[config.mk]
export PLATFORM = sky130hd
export DESIGN_NAME = csr_unit_top
export DESIGN_NICKNAME = d
export VERILOG_FILES = /design/src/rv32_types.sv /design/src/csr_rmw_unit.sv /design/src/csr_counters.sv /design/src/rv32_csr.sv /design/src/trap_controller.sv /design/src/csr_unit_top.sv
export SDC_FILE = /design/constraint.sdc
export NUM_CORES = 1
export LEC_CHECK = 0
export BUFFER_PORTS_ARGS = -buffer_cell sky130_fd_sc_hd__buf_4
export CORE_ASPECT_RATIO = 1.75
export CORE_MARGIN = 2
export CORE_UTILIZATION = 40
export CTS_BUF_LIST = sky130_fd_sc_hd__clkbuf_16
export DETAILED_ROUTE_END_ITERATION = 8
export PLACE_DENSITY = 0.66
export RECOVER_POWER = 50
export SETUP_SLACK_MARGIN = 0.15
export SLEW_MARGIN = 10
export SYNTH_ARGS = -nofsm -noshare
export SYNTH_HDL_FRONTEND = slang
export SYNTH_SLANG_ARGS = --single-unit
[constraint.sdc]
create_clock -name clk -period 3.75 [get_ports clk]
set_input_delay 0 -clock clk [delete_from_list [all_inputs] [get_ports clk]]
set_output_delay 0 -clock clk [all_outputs]
set_load 0.02 [all_outputs]
[src/rv32_types.sv]
// Shared word types, CSR address and op enums, bus structs and CSR field positions
package rv32_types;

    typedef logic [31:0] rv32_word;

    // Index 0 is the low half, index 1 the high half
    typedef logic [1:0][31:0] rv64_word;

    typedef enum logic [11:0] {
        CSR_MSTATUS       = 12'h300,
        CSR_MIE           = 12'h304,
        CSR_MTVEC         = 12'h305,
        CSR_MCOUNTINHIBIT = 12'h320,
        CSR_MSCRATCH      = 12'h340,
        CSR_MEPC          = 12'h341,
        CSR_MCAUSE        = 12'h342,
        CSR_MCYCLE        = 12'hB00,
        CSR_MINSTRET      = 12'hB02,
        CSR_MCYCLEH       = 12'hB80,
        CSR_MINSTRETH     = 12'hB82
    } csr_addr_t;

    // Same encoding as funct3[1:0] of CSRRW, CSRRS and CSRRC
    typedef enum logic [1:0] {
        CSR_OP_WRITE = 2'b01,
        CSR_OP_SET   = 2'b10,
        CSR_OP_CLEAR = 2'b11
    } csr_op_t;

    typedef struct packed {
        logic      strobe;
        csr_op_t   op;
        csr_addr_t addr;
        rv32_word  operand;
    } csr_request_t;

    typedef struct packed {
        logic     strobe;
        rv32_word data;
        logic     illegal;
    } csr_response_t;

    typedef struct packed {
        logic      we;
        csr_addr_t addr;
        rv32_word  value;
    } csr_write_t;

    typedef struct packed {
        logic     enter;
        logic     mret;
        rv32_word pc;
        rv32_word cause;
    } trap_update_t;

    typedef struct packed {
        logic mpie;
        logic mie;
    } mstatus_t;

    typedef struct packed {
        logic meie;
        logic mtie;
        logic msie;
    } mie_t;

    typedef struct packed {
        logic external;
        logic timer;
        logic software;
    } irq_lines_t;

    typedef struct packed {
        logic     strobe;
        rv32_word pc;
    } retire_t;

    // Bit positions inside the architectural registers
    localparam int unsigned MSTATUS_MIE_POS  = 3;
    localparam int unsigned MSTATUS_MPIE_POS = 7;
    localparam int unsigned MIE_MSIE_POS     = 3;
    localparam int unsigned MIE_MTIE_POS     = 7;
    localparam int unsigned MIE_MEIE_POS     = 11;
    localparam int unsigned INHIBIT_CY_POS   = 0;
    localparam int unsigned INHIBIT_IR_POS   = 2;

    // Interrupt cause codes, flag goes in bit 31 of mcause
    localparam int unsigned CAUSE_MSI           = 3;
    localparam int unsigned CAUSE_MTI           = 7;
    localparam int unsigned CAUSE_MEI           = 11;
    localparam int unsigned CAUSE_INTERRUPT_POS = 31;

endpackage

[src/csr_rmw_unit.sv]
// Read-modify-write value computation for CSRRW, CSRRS and CSRRC
`timescale 1ns/1ps

module csr_rmw_unit (
    input  rv32_types::csr_op_t  op,
    input  rv32_types::rv32_word operand,
    input  rv32_types::rv32_word old_value,
    output rv32_types::rv32_word new_value,
    output logic                 changes
);

    always_comb begin
        new_value = old_value;
        changes   = 1'b0;
        case (op)
            rv32_types::CSR_OP_WRITE: begin
                new_value = operand;
                changes   = 1'b1;
            end
            rv32_types::CSR_OP_SET: begin
                new_value = old_value | operand;
                // A zero mask means a pure read
                changes   = |operand;
            end
            rv32_types::CSR_OP_CLEAR: begin
                new_value = old_value & ~operand;
                changes   = |operand;
            end
            default: begin
                new_value = old_value;
                changes   = 1'b0;
            end
        endcase
    end

endmodule

[src/csr_counters.sv]
// mcycle and minstret counters with mcountinhibit and 32-bit half writes
`timescale 1ns/1ps

module csr_counters #(
    parameter int unsigned COUNTER_WIDTH = 64
) (
    input  logic                   clk,
    input  logic                   resetn,
    input  rv32_types::csr_write_t csr_write,
    input  logic                   instr_retired,
    output rv32_types::rv64_word   mcycle,
    output rv32_types::rv64_word   minstret,
    output rv32_types::rv32_word   inhibit_value
);

    logic                     inhibit_cy;
    logic                     inhibit_ir;
    logic                     inhibit_cy_next;
    logic                     inhibit_ir_next;
    logic [COUNTER_WIDTH-1:0] cycle_q;
    logic [COUNTER_WIDTH-1:0] instret_q;
    rv32_types::rv64_word     cycle_next;
    rv32_types::rv64_word     instret_next;

    always_comb begin
        inhibit_cy_next = inhibit_cy;
        inhibit_ir_next = inhibit_ir;
        cycle_next      = 64'(cycle_q);
        instret_next    = 64'(instret_q);

        // Free counting
        if (!inhibit_cy) begin
            cycle_next = 64'(cycle_q + 1'b1);
        end
        if (!inhibit_ir && instr_retired) begin
            instret_next = 64'(instret_q + 1'b1);
        end

        // Software write overrides the count for the written half only
        if (csr_write.we) begin
            case (csr_write.addr)
                rv32_types::CSR_MCOUNTINHIBIT: begin
                    inhibit_cy_next = csr_write.value[rv32_types::INHIBIT_CY_POS];
                    inhibit_ir_next = csr_write.value[rv32_types::INHIBIT_IR_POS];
                end
                rv32_types::CSR_MCYCLE:    cycle_next[0]   = csr_write.value;
                rv32_types::CSR_MCYCLEH:   cycle_next[1]   = csr_write.value;
                rv32_types::CSR_MINSTRET:  instret_next[0] = csr_write.value;
                rv32_types::CSR_MINSTRETH: instret_next[1] = csr_write.value;
                default: ;
            endcase
        end
    end

    always_ff @(posedge clk) begin
        if (!resetn) begin
            inhibit_cy <= 1'b0;
            inhibit_ir <= 1'b0;
            cycle_q    <= '0;
            instret_q  <= '0;
        end else begin
            inhibit_cy <= inhibit_cy_next;
            inhibit_ir <= inhibit_ir_next;
            cycle_q    <= COUNTER_WIDTH'(cycle_next);
            instret_q  <= COUNTER_WIDTH'(instret_next);
        end
    end

    assign mcycle   = 64'(cycle_q);
    assign minstret = 64'(instret_q);

    always_comb begin
        inhibit_value = '0;
        inhibit_value[rv32_types::INHIBIT_CY_POS] = inhibit_cy;
        inhibit_value[rv32_types::INHIBIT_IR_POS] = inhibit_ir;
    end

endmodule

[src/rv32_csr.sv]
// Machine-mode CSR bank with read mux, software writes and trap or mret updates
`timescale 1ns/1ps

module rv32_csr (
    input  logic                     clk,
    input  logic                     resetn,
    input  rv32_types::csr_addr_t    read_addr,
    input  rv32_types::csr_write_t   csr_write,
    input  rv32_types::trap_update_t trap_update,
    input  rv32_types::rv64_word     mcycle,
    input  rv32_types::rv64_word     minstret,
    input  rv32_types::rv32_word     inhibit_value,
    output rv32_types::rv32_word     read_value,
    output logic                     illegal,
    output rv32_types::mstatus_t     mstatus,
    output rv32_types::mie_t         mie,
    output rv32_types::rv32_word     mtvec,
    output rv32_types::rv32_word     mepc
);

    rv32_types::rv32_word mcause;
    rv32_types::rv32_word mscratch;

    rv32_types::mstatus_t mstatus_next;
    rv32_types::mie_t     mie_next;
    rv32_types::rv32_word mtvec_next;
    rv32_types::rv32_word mepc_next;
    rv32_types::rv32_word mcause_next;
    rv32_types::rv32_word mscratch_next;

    // Read mux, unknown addresses read as zero
    always_comb begin
        read_value = '0;
        illegal    = 1'b0;
        case (read_addr)
            rv32_types::CSR_MSTATUS: begin
                read_value[rv32_types::MSTATUS_MIE_POS]  = mstatus.mie;
                read_value[rv32_types::MSTATUS_MPIE_POS] = mstatus.mpie;
            end
            rv32_types::CSR_MIE: begin
                read_value[rv32_types::MIE_MSIE_POS] = mie.msie;
                read_value[rv32_types::MIE_MTIE_POS] = mie.mtie;
                read_value[rv32_types::MIE_MEIE_POS] = mie.meie;
            end
            rv32_types::CSR_MTVEC:         read_value = mtvec;
            rv32_types::CSR_MEPC:          read_value = mepc;
            rv32_types::CSR_MCAUSE:        read_value = mcause;
            rv32_types::CSR_MSCRATCH:      read_value = mscratch;
            rv32_types::CSR_MCOUNTINHIBIT: read_value = inhibit_value;
            rv32_types::CSR_MCYCLE:        read_value = mcycle[0];
            rv32_types::CSR_MCYCLEH:       read_value = mcycle[1];
            rv32_types::CSR_MINSTRET:      read_value = minstret[0];
            rv32_types::CSR_MINSTRETH:     read_value = minstret[1];
            default: begin
                read_value = '0;
                illegal    = 1'b1;
            end
        endcase
    end

    always_comb begin
        mstatus_next  = mstatus;
        mie_next      = mie;
        mtvec_next    = mtvec;
        mepc_next     = mepc;
        mcause_next   = mcause;
        mscratch_next = mscratch;

        // Software write first, counter addresses belong to csr_counters
        if (csr_write.we) begin
            case (csr_write.addr)
                rv32_types::CSR_MSTATUS: begin
                    mstatus_next.mie  = csr_write.value[rv32_types::MSTATUS_MIE_POS];
                    mstatus_next.mpie = csr_write.value[rv32_types::MSTATUS_MPIE_POS];
                end
                rv32_types::CSR_MIE: begin
                    mie_next.msie = csr_write.value[rv32_types::MIE_MSIE_POS];
                    mie_next.mtie = csr_write.value[rv32_types::MIE_MTIE_POS];
                    mie_next.meie = csr_write.value[rv32_types::MIE_MEIE_POS];
                end
                rv32_types::CSR_MTVEC:    mtvec_next    = csr_write.value;
                rv32_types::CSR_MEPC:     mepc_next     = csr_write.value;
                rv32_types::CSR_MCAUSE:   mcause_next   = csr_write.value;
                rv32_types::CSR_MSCRATCH: mscratch_next = csr_write.value;
                default: ;
            endcase
        end

        // Trap entry stacks mie into mpie
        if (trap_update.enter) begin
            mepc_next         = trap_update.pc;
            mcause_next       = trap_update.cause;
            mstatus_next.mpie = mstatus_next.mie;
            mstatus_next.mie  = 1'b0;
        end

        // Return pops it back
        if (trap_update.mret) begin
            mstatus_next.mie  = mstatus_next.mpie;
            mstatus_next.mpie = 1'b1;
        end
    end

    always_ff @(posedge clk) begin
        if (!resetn) begin
            mstatus  <= '{mpie: 1'b1, mie: 1'b0};
            mie      <= '0;
            mtvec    <= '0;
            mepc     <= '0;
            mcause   <= '0;
            mscratch <= '0;
        end else begin
            mstatus  <= mstatus_next;
            mie      <= mie_next;
            mtvec    <= mtvec_next;
            mepc     <= mepc_next;
            mcause   <= mcause_next;
            mscratch <= mscratch_next;
        end
    end

    // Controller must never enter a trap and return in the same cycle
    enter_mret_exclusive: assert property (
        @(posedge clk) disable iff (!resetn)
        !(trap_update.enter && trap_update.mret)
    ) else $error("trap entry and mret requested together");

endmodule

[src/trap_controller.sv]
// Request sequencing, interrupt priority, trap entry, mret and response strobes
`timescale 1ns/1ps

module trap_controller (
    input  logic                      clk,
    input  logic                      resetn,
    input  rv32_types::csr_request_t  csr_req,
    input  rv32_types::retire_t       retire,
    input  logic                      mret,
    input  rv32_types::irq_lines_t    irq,
    input  rv32_types::rv32_word      old_value,
    input  logic                      illegal,
    input  rv32_types::rv32_word      rmw_value,
    input  logic                      rmw_changes,
    input  rv32_types::mstatus_t      mstatus_q,
    input  rv32_types::mie_t          mie_q,
    input  rv32_types::rv32_word      mtvec,
    input  rv32_types::rv32_word      mepc,
    output rv32_types::csr_write_t    csr_write,
    output rv32_types::trap_update_t  trap_update,
    output rv32_types::csr_response_t csr_rsp,
    output logic                      trap_taken,
    output logic                      mret_done,
    output rv32_types::rv32_word      target_pc
);

    logic                 ext_pending;
    logic                 sw_pending;
    logic                 timer_pending;
    logic                 take_trap;
    rv32_types::rv32_word irq_cause;
    logic                 rsp_strobe_q;
    rv32_types::rv32_word rsp_data_q;
    logic                 rsp_illegal_q;

    // Write only when the op changes something and the address exists
    assign csr_write = '{
        we:    csr_req.strobe && rmw_changes && !illegal,
        addr:  csr_req.addr,
        value: rmw_value
    };

    assign ext_pending   = irq.external && mie_q.meie;
    assign sw_pending    = irq.software && mie_q.msie;
    assign timer_pending = irq.timer && mie_q.mtie;
    assign take_trap     = retire.strobe && mstatus_q.mie
                           && (ext_pending || sw_pending || timer_pending);

    // External beats software beats timer
    always_comb begin
        irq_cause = '0;
        if (ext_pending) begin
            irq_cause = rv32_types::rv32_word'(rv32_types::CAUSE_MEI);
        end else if (sw_pending) begin
            irq_cause = rv32_types::rv32_word'(rv32_types::CAUSE_MSI);
        end else if (timer_pending) begin
            irq_cause = rv32_types::rv32_word'(rv32_types::CAUSE_MTI);
        end
        irq_cause[rv32_types::CAUSE_INTERRUPT_POS] = 1'b1;
    end

    assign trap_update = '{enter: take_trap, mret: mret, pc: retire.pc, cause: irq_cause};

    always_ff @(posedge clk) begin
        if (!resetn) begin
            rsp_strobe_q <= 1'b0;
            trap_taken   <= 1'b0;
            mret_done    <= 1'b0;
        end else begin
            rsp_strobe_q <= csr_req.strobe;
            trap_taken   <= take_trap;
            mret_done    <= mret;
        end
    end

    // Response carries the value seen before the write
    always_ff @(posedge clk) begin
        rsp_data_q    <= old_value;
        rsp_illegal_q <= illegal;
        if (take_trap) begin
            target_pc <= {mtvec[31:2], 2'b00};
        end else if (mret) begin
            target_pc <= mepc;
        end
    end

    assign csr_rsp = '{strobe: rsp_strobe_q, data: rsp_data_q, illegal: rsp_illegal_q};

    // Environment contract, CSR access never shares a cycle with retire or mret
    req_exclusive: assert property (
        @(posedge clk) disable iff (!resetn)
        csr_req.strobe |-> !(retire.strobe || mret)
    ) else $error("csr_req together with retire or mret");

    trap_mret_exclusive: assert property (
        @(posedge clk) disable iff (!resetn)
        !(trap_taken && mret_done)
    ) else $error("trap_taken and mret_done high together");

endmodule

[src/csr_unit_top.sv]
// Top level of the CSR and trap subsystem, wiring controller, bank, counters and RMW unit
`timescale 1ns/1ps

module csr_unit_top #(
    parameter int unsigned COUNTER_WIDTH = 64
) (
    input  logic                      clk,
    input  logic                      resetn,
    input  rv32_types::csr_request_t  csr_req,
    input  rv32_types::retire_t       retire,
    input  logic                      mret,
    input  rv32_types::irq_lines_t    irq,
    output rv32_types::csr_response_t csr_rsp,
    output logic                      trap_taken,
    output logic                      mret_done,
    output rv32_types::rv32_word      target_pc,
    output rv32_types::mstatus_t      mstatus
);

    rv32_types::csr_write_t   csr_write;
    rv32_types::trap_update_t trap_update;
    rv32_types::rv32_word     read_value;
    logic                     illegal;
    rv32_types::rv32_word     rmw_value;
    logic                     rmw_changes;
    rv32_types::mie_t         mie;
    rv32_types::rv32_word     mtvec;
    rv32_types::rv32_word     mepc;
    rv32_types::rv64_word     mcycle;
    rv32_types::rv64_word     minstret;
    rv32_types::rv32_word     inhibit_value;

    trap_controller trap_controller_i (
        .clk         (clk),
        .resetn      (resetn),
        .csr_req     (csr_req),
        .retire      (retire),
        .mret        (mret),
        .irq         (irq),
        .old_value   (read_value),
        .illegal     (illegal),
        .rmw_value   (rmw_value),
        .rmw_changes (rmw_changes),
        .mstatus_q   (mstatus),
        .mie_q       (mie),
        .mtvec       (mtvec),
        .mepc        (mepc),
        .csr_write   (csr_write),
        .trap_update (trap_update),
        .csr_rsp     (csr_rsp),
        .trap_taken  (trap_taken),
        .mret_done   (mret_done),
        .target_pc   (target_pc)
    );

    rv32_csr rv32_csr_i (
        .clk           (clk),
        .resetn        (resetn),
        .read_addr     (csr_req.addr),
        .csr_write     (csr_write),
        .trap_update   (trap_update),
        .mcycle        (mcycle),
        .minstret      (minstret),
        .inhibit_value (inhibit_value),
        .read_value    (read_value),
        .illegal       (illegal),
        .mstatus       (mstatus),
        .mie           (mie),
        .mtvec         (mtvec),
        .mepc          (mepc)
    );

    csr_counters #(
        .COUNTER_WIDTH (COUNTER_WIDTH)
    ) csr_counters_i (
        .clk           (clk),
        .resetn        (resetn),
        .csr_write     (csr_write),
        .instr_retired (retire.strobe),
        .mcycle        (mcycle),
        .minstret      (minstret),
        .inhibit_value (inhibit_value)
    );

    csr_rmw_unit csr_rmw_unit_i (
        .op        (csr_req.op),
        .operand   (csr_req.operand),
        .old_value (read_value),
        .new_value (rmw_value),
        .changes   (rmw_changes)
    );

endmodule

==> flow_summary_export.csv <==
group,metric,value,unit
outcome,outcome,"finished, violations left",
outcome,failing_checks,"max-capacitance violations, max-slew violations",
place,portBuffers,155,
timing,period_minus_slack,3550,ps
clock_tree,number_of_clock_sinks,331,
yosys,synth-warning-count,0,
place,globalplace.congestion,1.072,
setup_path,critPathTopFamily,"simple AND/OR/NAND/NOR gates",
pwr,leakage,0.007683,uW
yosys,synth_nets,2110,
clock_tree,number_of_buffers_added_by_the_clock_tree_synthesis_step,30,
yosys,synth_largest_area_cell,"sky130_fd_sc_hd__dfxtp_1",
timing,worst_max_slew_margin_expressed_relative_to_the_limit,-26.80,%
setup_path,worstReg2RegEnd,"rv32_csr_i.mepc[17]",
pwr,power_density,373.2,nW/um^2
timing,final_max_slew_viol_count,119,
setup_path,crit_path_cell_trace,"a222oi_1, or2_2, nor2_2, a22oi_1, o21ai_1, dlygate4sd3_1",
setup_path,crit_path_required_time,4290,ps
yosys,yosys.cell_types.count,86,
die,die_height,279.0,um
detailed_routing,antenna_violating_nets_post_route,0,
place,placement.setup.worst_slack,535.4,ps
setup_path,timing.reg2reg.setup_slack,200,ps
die,std_cell_rows,100,
place,detailed_place_hpwl,58.59,mm
timing,fin_worst_hold_slack,12.24,ps
detailed_routing,detailedRoute.firstIterationViolations,2001,
yosys,mapped_area,17280,um^2
pwr,max-vdd-ir-drop,384.3,uV
die,design.portCount,156,
setup_path,worst_path_max_delay_cell,"sky130_fd_sc_hd__nor2_2",
clock_tree,cts.root.buffer_cell,"sky130_fd_sc_hd__clkbuf_16",
global_route,grt.overflow.total,0,
setup_path,startpoint,"rv32_csr_i.mie[2]",
detailed_routing,via_count,18000,
clock_tree,cts.htree.levels,1,
yosys,postSynthRegisterBits,331,
timing,rsz0062_at_grt,"false",
run,drv_cap,2,
clock_tree,cts.clk_slew.worst_paths,70,ps
global_route,grt_start_max_net_pins,87,
finish,post-route-cell-area,20590,um^2
yosys,synthesis.instances,2022,
setup_path,setup.worst_path.class,"reg2reg",
global_route,antenna_found_initial,2,
timing,fmax,0.2817,GHz
detailed_routing,postRouteWirelength,78.90,mm
timing,final_critical_path_setup_slack,200.2,ps
global_route,global_route_wire_length_before_repair,115.2,mm
clock_tree,tritoncts_clock_tree,"yes",
global_route,first_global_vias,17550,
yosys,postSynth.topFlopCell,"sky130_fd_sc_hd__dfxtp_1",
setup_path,delay_of_the_slowest_critical_path_stage,1310,ps
setup_path,r2r.worst_path.cells,6,
setup_path,path_depth,6,
setup_path,worstPathMaxFanout,31,
detailed_routing,drt_first_pass_iters,6,
die,coreArea,42540,um^2
worst_hold_path,timing.hold.worst.class,"in2reg",
yosys,post_synth_edffs,30,
timing,finalHoldViolCount,0,
die,die_area,44950,um^2
setup_path,endpoint,"rv32_csr_i.mepc[17]",
detailed_routing,vias_per_cell,6.437,
timing,setup_violations,0,
clock_tree,max-clock-path-buffers,3,
setup_path,critical_path.reg2reg.startpoint,"rv32_csr_i.mie[2]",
detailed_routing,drc_errors,0,
clock_tree,clock_insertion_delay_worst_skew,600,ps
timing,clock-skew-final,13.26,ps
timing,final.setup.tns,0,ps
timing,post-route-period-util,94.66,%
yosys,yosys-top-cells-area,"sky130_fd_sc_hd__dfxtp_1 35%, sky130_fd_sc_hd__edfxtp_1 5.2%, sky130_fd_sc_hd__nand2_1 5.1%",
setup_path,worstSetupStartpointType,"register",
finish,finish.net_count,2299,
finish,post_route_cells_drive_above_1_share,12.98,%
yosys,synth_area_per_cell,8.547,um^2
setup_path,critPathArrivalTime,4090,ps
global_route,grt_use_total,34.27,%
die,floorplan.initialDensity,40.63,%
finish,area.growth.synth_to_final,19.11,%
yosys,yosysTopAreaCellShare,34.87,%
detailed_routing,route.detailed.wl_per_inst,28.21,um
place,postPlaceCellArea,19240,um^2
yosys,synthArstFlopShare,0,%
setup_path,worst-path-buf-inv,1,
timing,worst_pin_slew,1902,ps
setup_path,crit_path_end_kind,"register",
yosys,synth.yosys.seq_area_share,40.08,%
die,die_width,161.1,um
synthesized netlist by cell type, types with 7 or more instances:
library cell                  n
sky130_fd_sc_hd__nand3_1     81
sky130_fd_sc_hd__and3_1      24
sky130_fd_sc_hd__edfxtp_1    30
sky130_fd_sc_hd__a211oi_1    36
sky130_fd_sc_hd__a21oi_1     85
sky130_fd_sc_hd__inv_1       35
sky130_fd_sc_hd__o2bb2ai_1   26
sky130_fd_sc_hd__a2111oi_0    9
sky130_fd_sc_hd__o31ai_1     13
sky130_fd_sc_hd__a211o_1      7
sky130_fd_sc_hd__xnor2_1     69
sky130_fd_sc_hd__nand4_1    124
sky130_fd_sc_hd__or4_1        8
sky130_fd_sc_hd__or3_1       16
sky130_fd_sc_hd__and2_1      16
sky130_fd_sc_hd__o21a_1      11
sky130_fd_sc_hd__clkbuf_1    89
sky130_fd_sc_hd__nand2b_1     7
sky130_fd_sc_hd__nor4_1      23
sky130_fd_sc_hd__a22o_1      53
sky130_fd_sc_hd__o211a_1     15
sky130_fd_sc_hd__nor3_1      47
sky130_fd_sc_hd__buf_2       46
sky130_fd_sc_hd__nor2_1     144
sky130_fd_sc_hd__buf_4        7
sky130_fd_sc_hd__nand2_1    237
sky130_fd_sc_hd__o21ai_0    127
sky130_fd_sc_hd__buf_1        8
sky130_fd_sc_hd__o41ai_1      8
sky130_fd_sc_hd__mux2_2       8
sky130_fd_sc_hd__mux2i_1     31
sky130_fd_sc_hd__or2_2       10
sky130_fd_sc_hd__dfxtp_1    301
sky130_fd_sc_hd__and4_1      16
sky130_fd_sc_hd__a211oi_2    16
sky130_fd_sc_hd__xor2_1      48
sky130_fd_sc_hd__a22oi_1     56
layout make-up:
type,instances,area [um^2]
clock inverter,25,297.8
clock buffer,31,775.7
antenna,1,2.502
inverter,36,135.1
fill,4112,21950
tap,561,701.9
multi-input combinational,1500,9565
timing repair buffer,312,2181
sequential,331,6927
where the power goes:
part           total (uW)  internal [uW]  leakage (uW)  switching [uW]
logic                 620            199       0.00440             421
registers            3590           3580       0.00273            14.0
clock network        3470           1980      0.000549            1490
total                7680           5760       0.00768            1930
flip-flops by register name, indices dropped and copies added (netlist names):
signal	flops
rv32_csr_i.mepc	32
trap_controller_i.trap_taken	1
trap_controller_i.rsp_illegal_q	1
trap_controller_i.target_pc	32
csr_counters_i.inhibit_cy	1
rv32_csr_i.mstatus	2
csr_counters_i.mcycle	64
csr_counters_i.inhibit_ir	1
rv32_csr_i.mscratch	32
trap_controller_i.rsp_data_q	32
rv32_csr_i.mcause	32
trap_controller_i.rsp_strobe_q	1
csr_counters_i.minstret	64
rv32_csr_i.mtvec	32
trap_controller_i.mret_done	1
rv32_csr_i.mie	3
how the worst min path moves through the flow:
stage	startpoint	end	slack, ps	cells after the start
CTS	csr_req[9]	rv32_csr_i.mscratch[9]	0.5	6
finish	csr_req[9]	rv32_csr_i.mscratch[9]	10	6
global placement	retire[13]	rv32_csr_i.mepc[13]	240	3
detailed placement	retire[27]	rv32_csr_i.mepc[27]	240	3
floorplan	csr_req[46]	trap_controller_i.rsp_strobe_q	120	1
global route	csr_req[12]	rv32_csr_i.mcause[12]	40	4
tightest hold or removal path, delay by kind of cell:
| family | cells | cell delay [ps] |
|---|---|---|
| AO/OA/AOI/OAI | 3 | 220 |
| buffers and inverters | 2 | 290 |
| AND/OR/NAND/NOR | 1 | 50 |
kinds of logic after synthesis:
family | synth area share (%)
flops | 40.08
xor+xnor | 5.929
compound gates | 22.56
mux | 2.317
buf+inv | 4.850
fa+ha+maj | 0.1448
simple gates | 24.12
stage by stage:
| step | cells | utilization (%) | total power, uW |
|---|---|---|---|
| 6_report | 2797 | 48.39 | 7683 |
| 5_1_grt | 2796 | 48.39 | 7823 |
| 4_1_cts | 2796 | 49.26 | 7693 |
| 2_1_floorplan | 2022 | - | 3945 |
| 3_5_place_dp | 2676 | 45.23 | 4251 |
| 3_3_place_gp | 2676 | 45.23 | 4244 |
metal layers:
| metal | vias up | routed length [um] | global-route usage [%] |
|---|---|---|---|
| li1 | 7908 | - | - |
| met3 | 333 | 6661 | 5.184 |
| met2 | 1161 | 37840 | 58.24 |
| met5 | - | 15 | 0 |
| met4 | 2 | 7647 | 28.27 |
| met1 | 8599 | 26730 | 37.53 |
placed cells by master, fill, tap and decap left out, types with 36 or more instances in the layout:
cell type                       count
sky130_fd_sc_hd__a211oi_1          36
sky130_fd_sc_hd__xnor2_1           69
sky130_fd_sc_hd__nor2_1           139
sky130_fd_sc_hd__a22oi_1           56
sky130_fd_sc_hd__dlygate4sd3_1     64
sky130_fd_sc_hd__a21oi_1           85
sky130_fd_sc_hd__nor3_1            44
sky130_fd_sc_hd__dfxtp_1          301
sky130_fd_sc_hd__inv_1             40
sky130_fd_sc_hd__o21ai_0          127
sky130_fd_sc_hd__xor2_1            48
sky130_fd_sc_hd__buf_4            155
sky130_fd_sc_hd__nand2_1          237
sky130_fd_sc_hd__nand4_1          124
sky130_fd_sc_hd__a22o_1            53
sky130_fd_sc_hd__clkbuf_1          85
sky130_fd_sc_hd__nand3_1           81
what timing repair did:
action | CTS | global route
hold endpoints to repair | 90 | 0
endpoints found under the setup margin | 0 | 0
hold buffers | 64 | 0
gates resized for setup | 0 | 0
setup buffers | 0 | 0
Note: power is estimated with default switching activity, not from simulation.
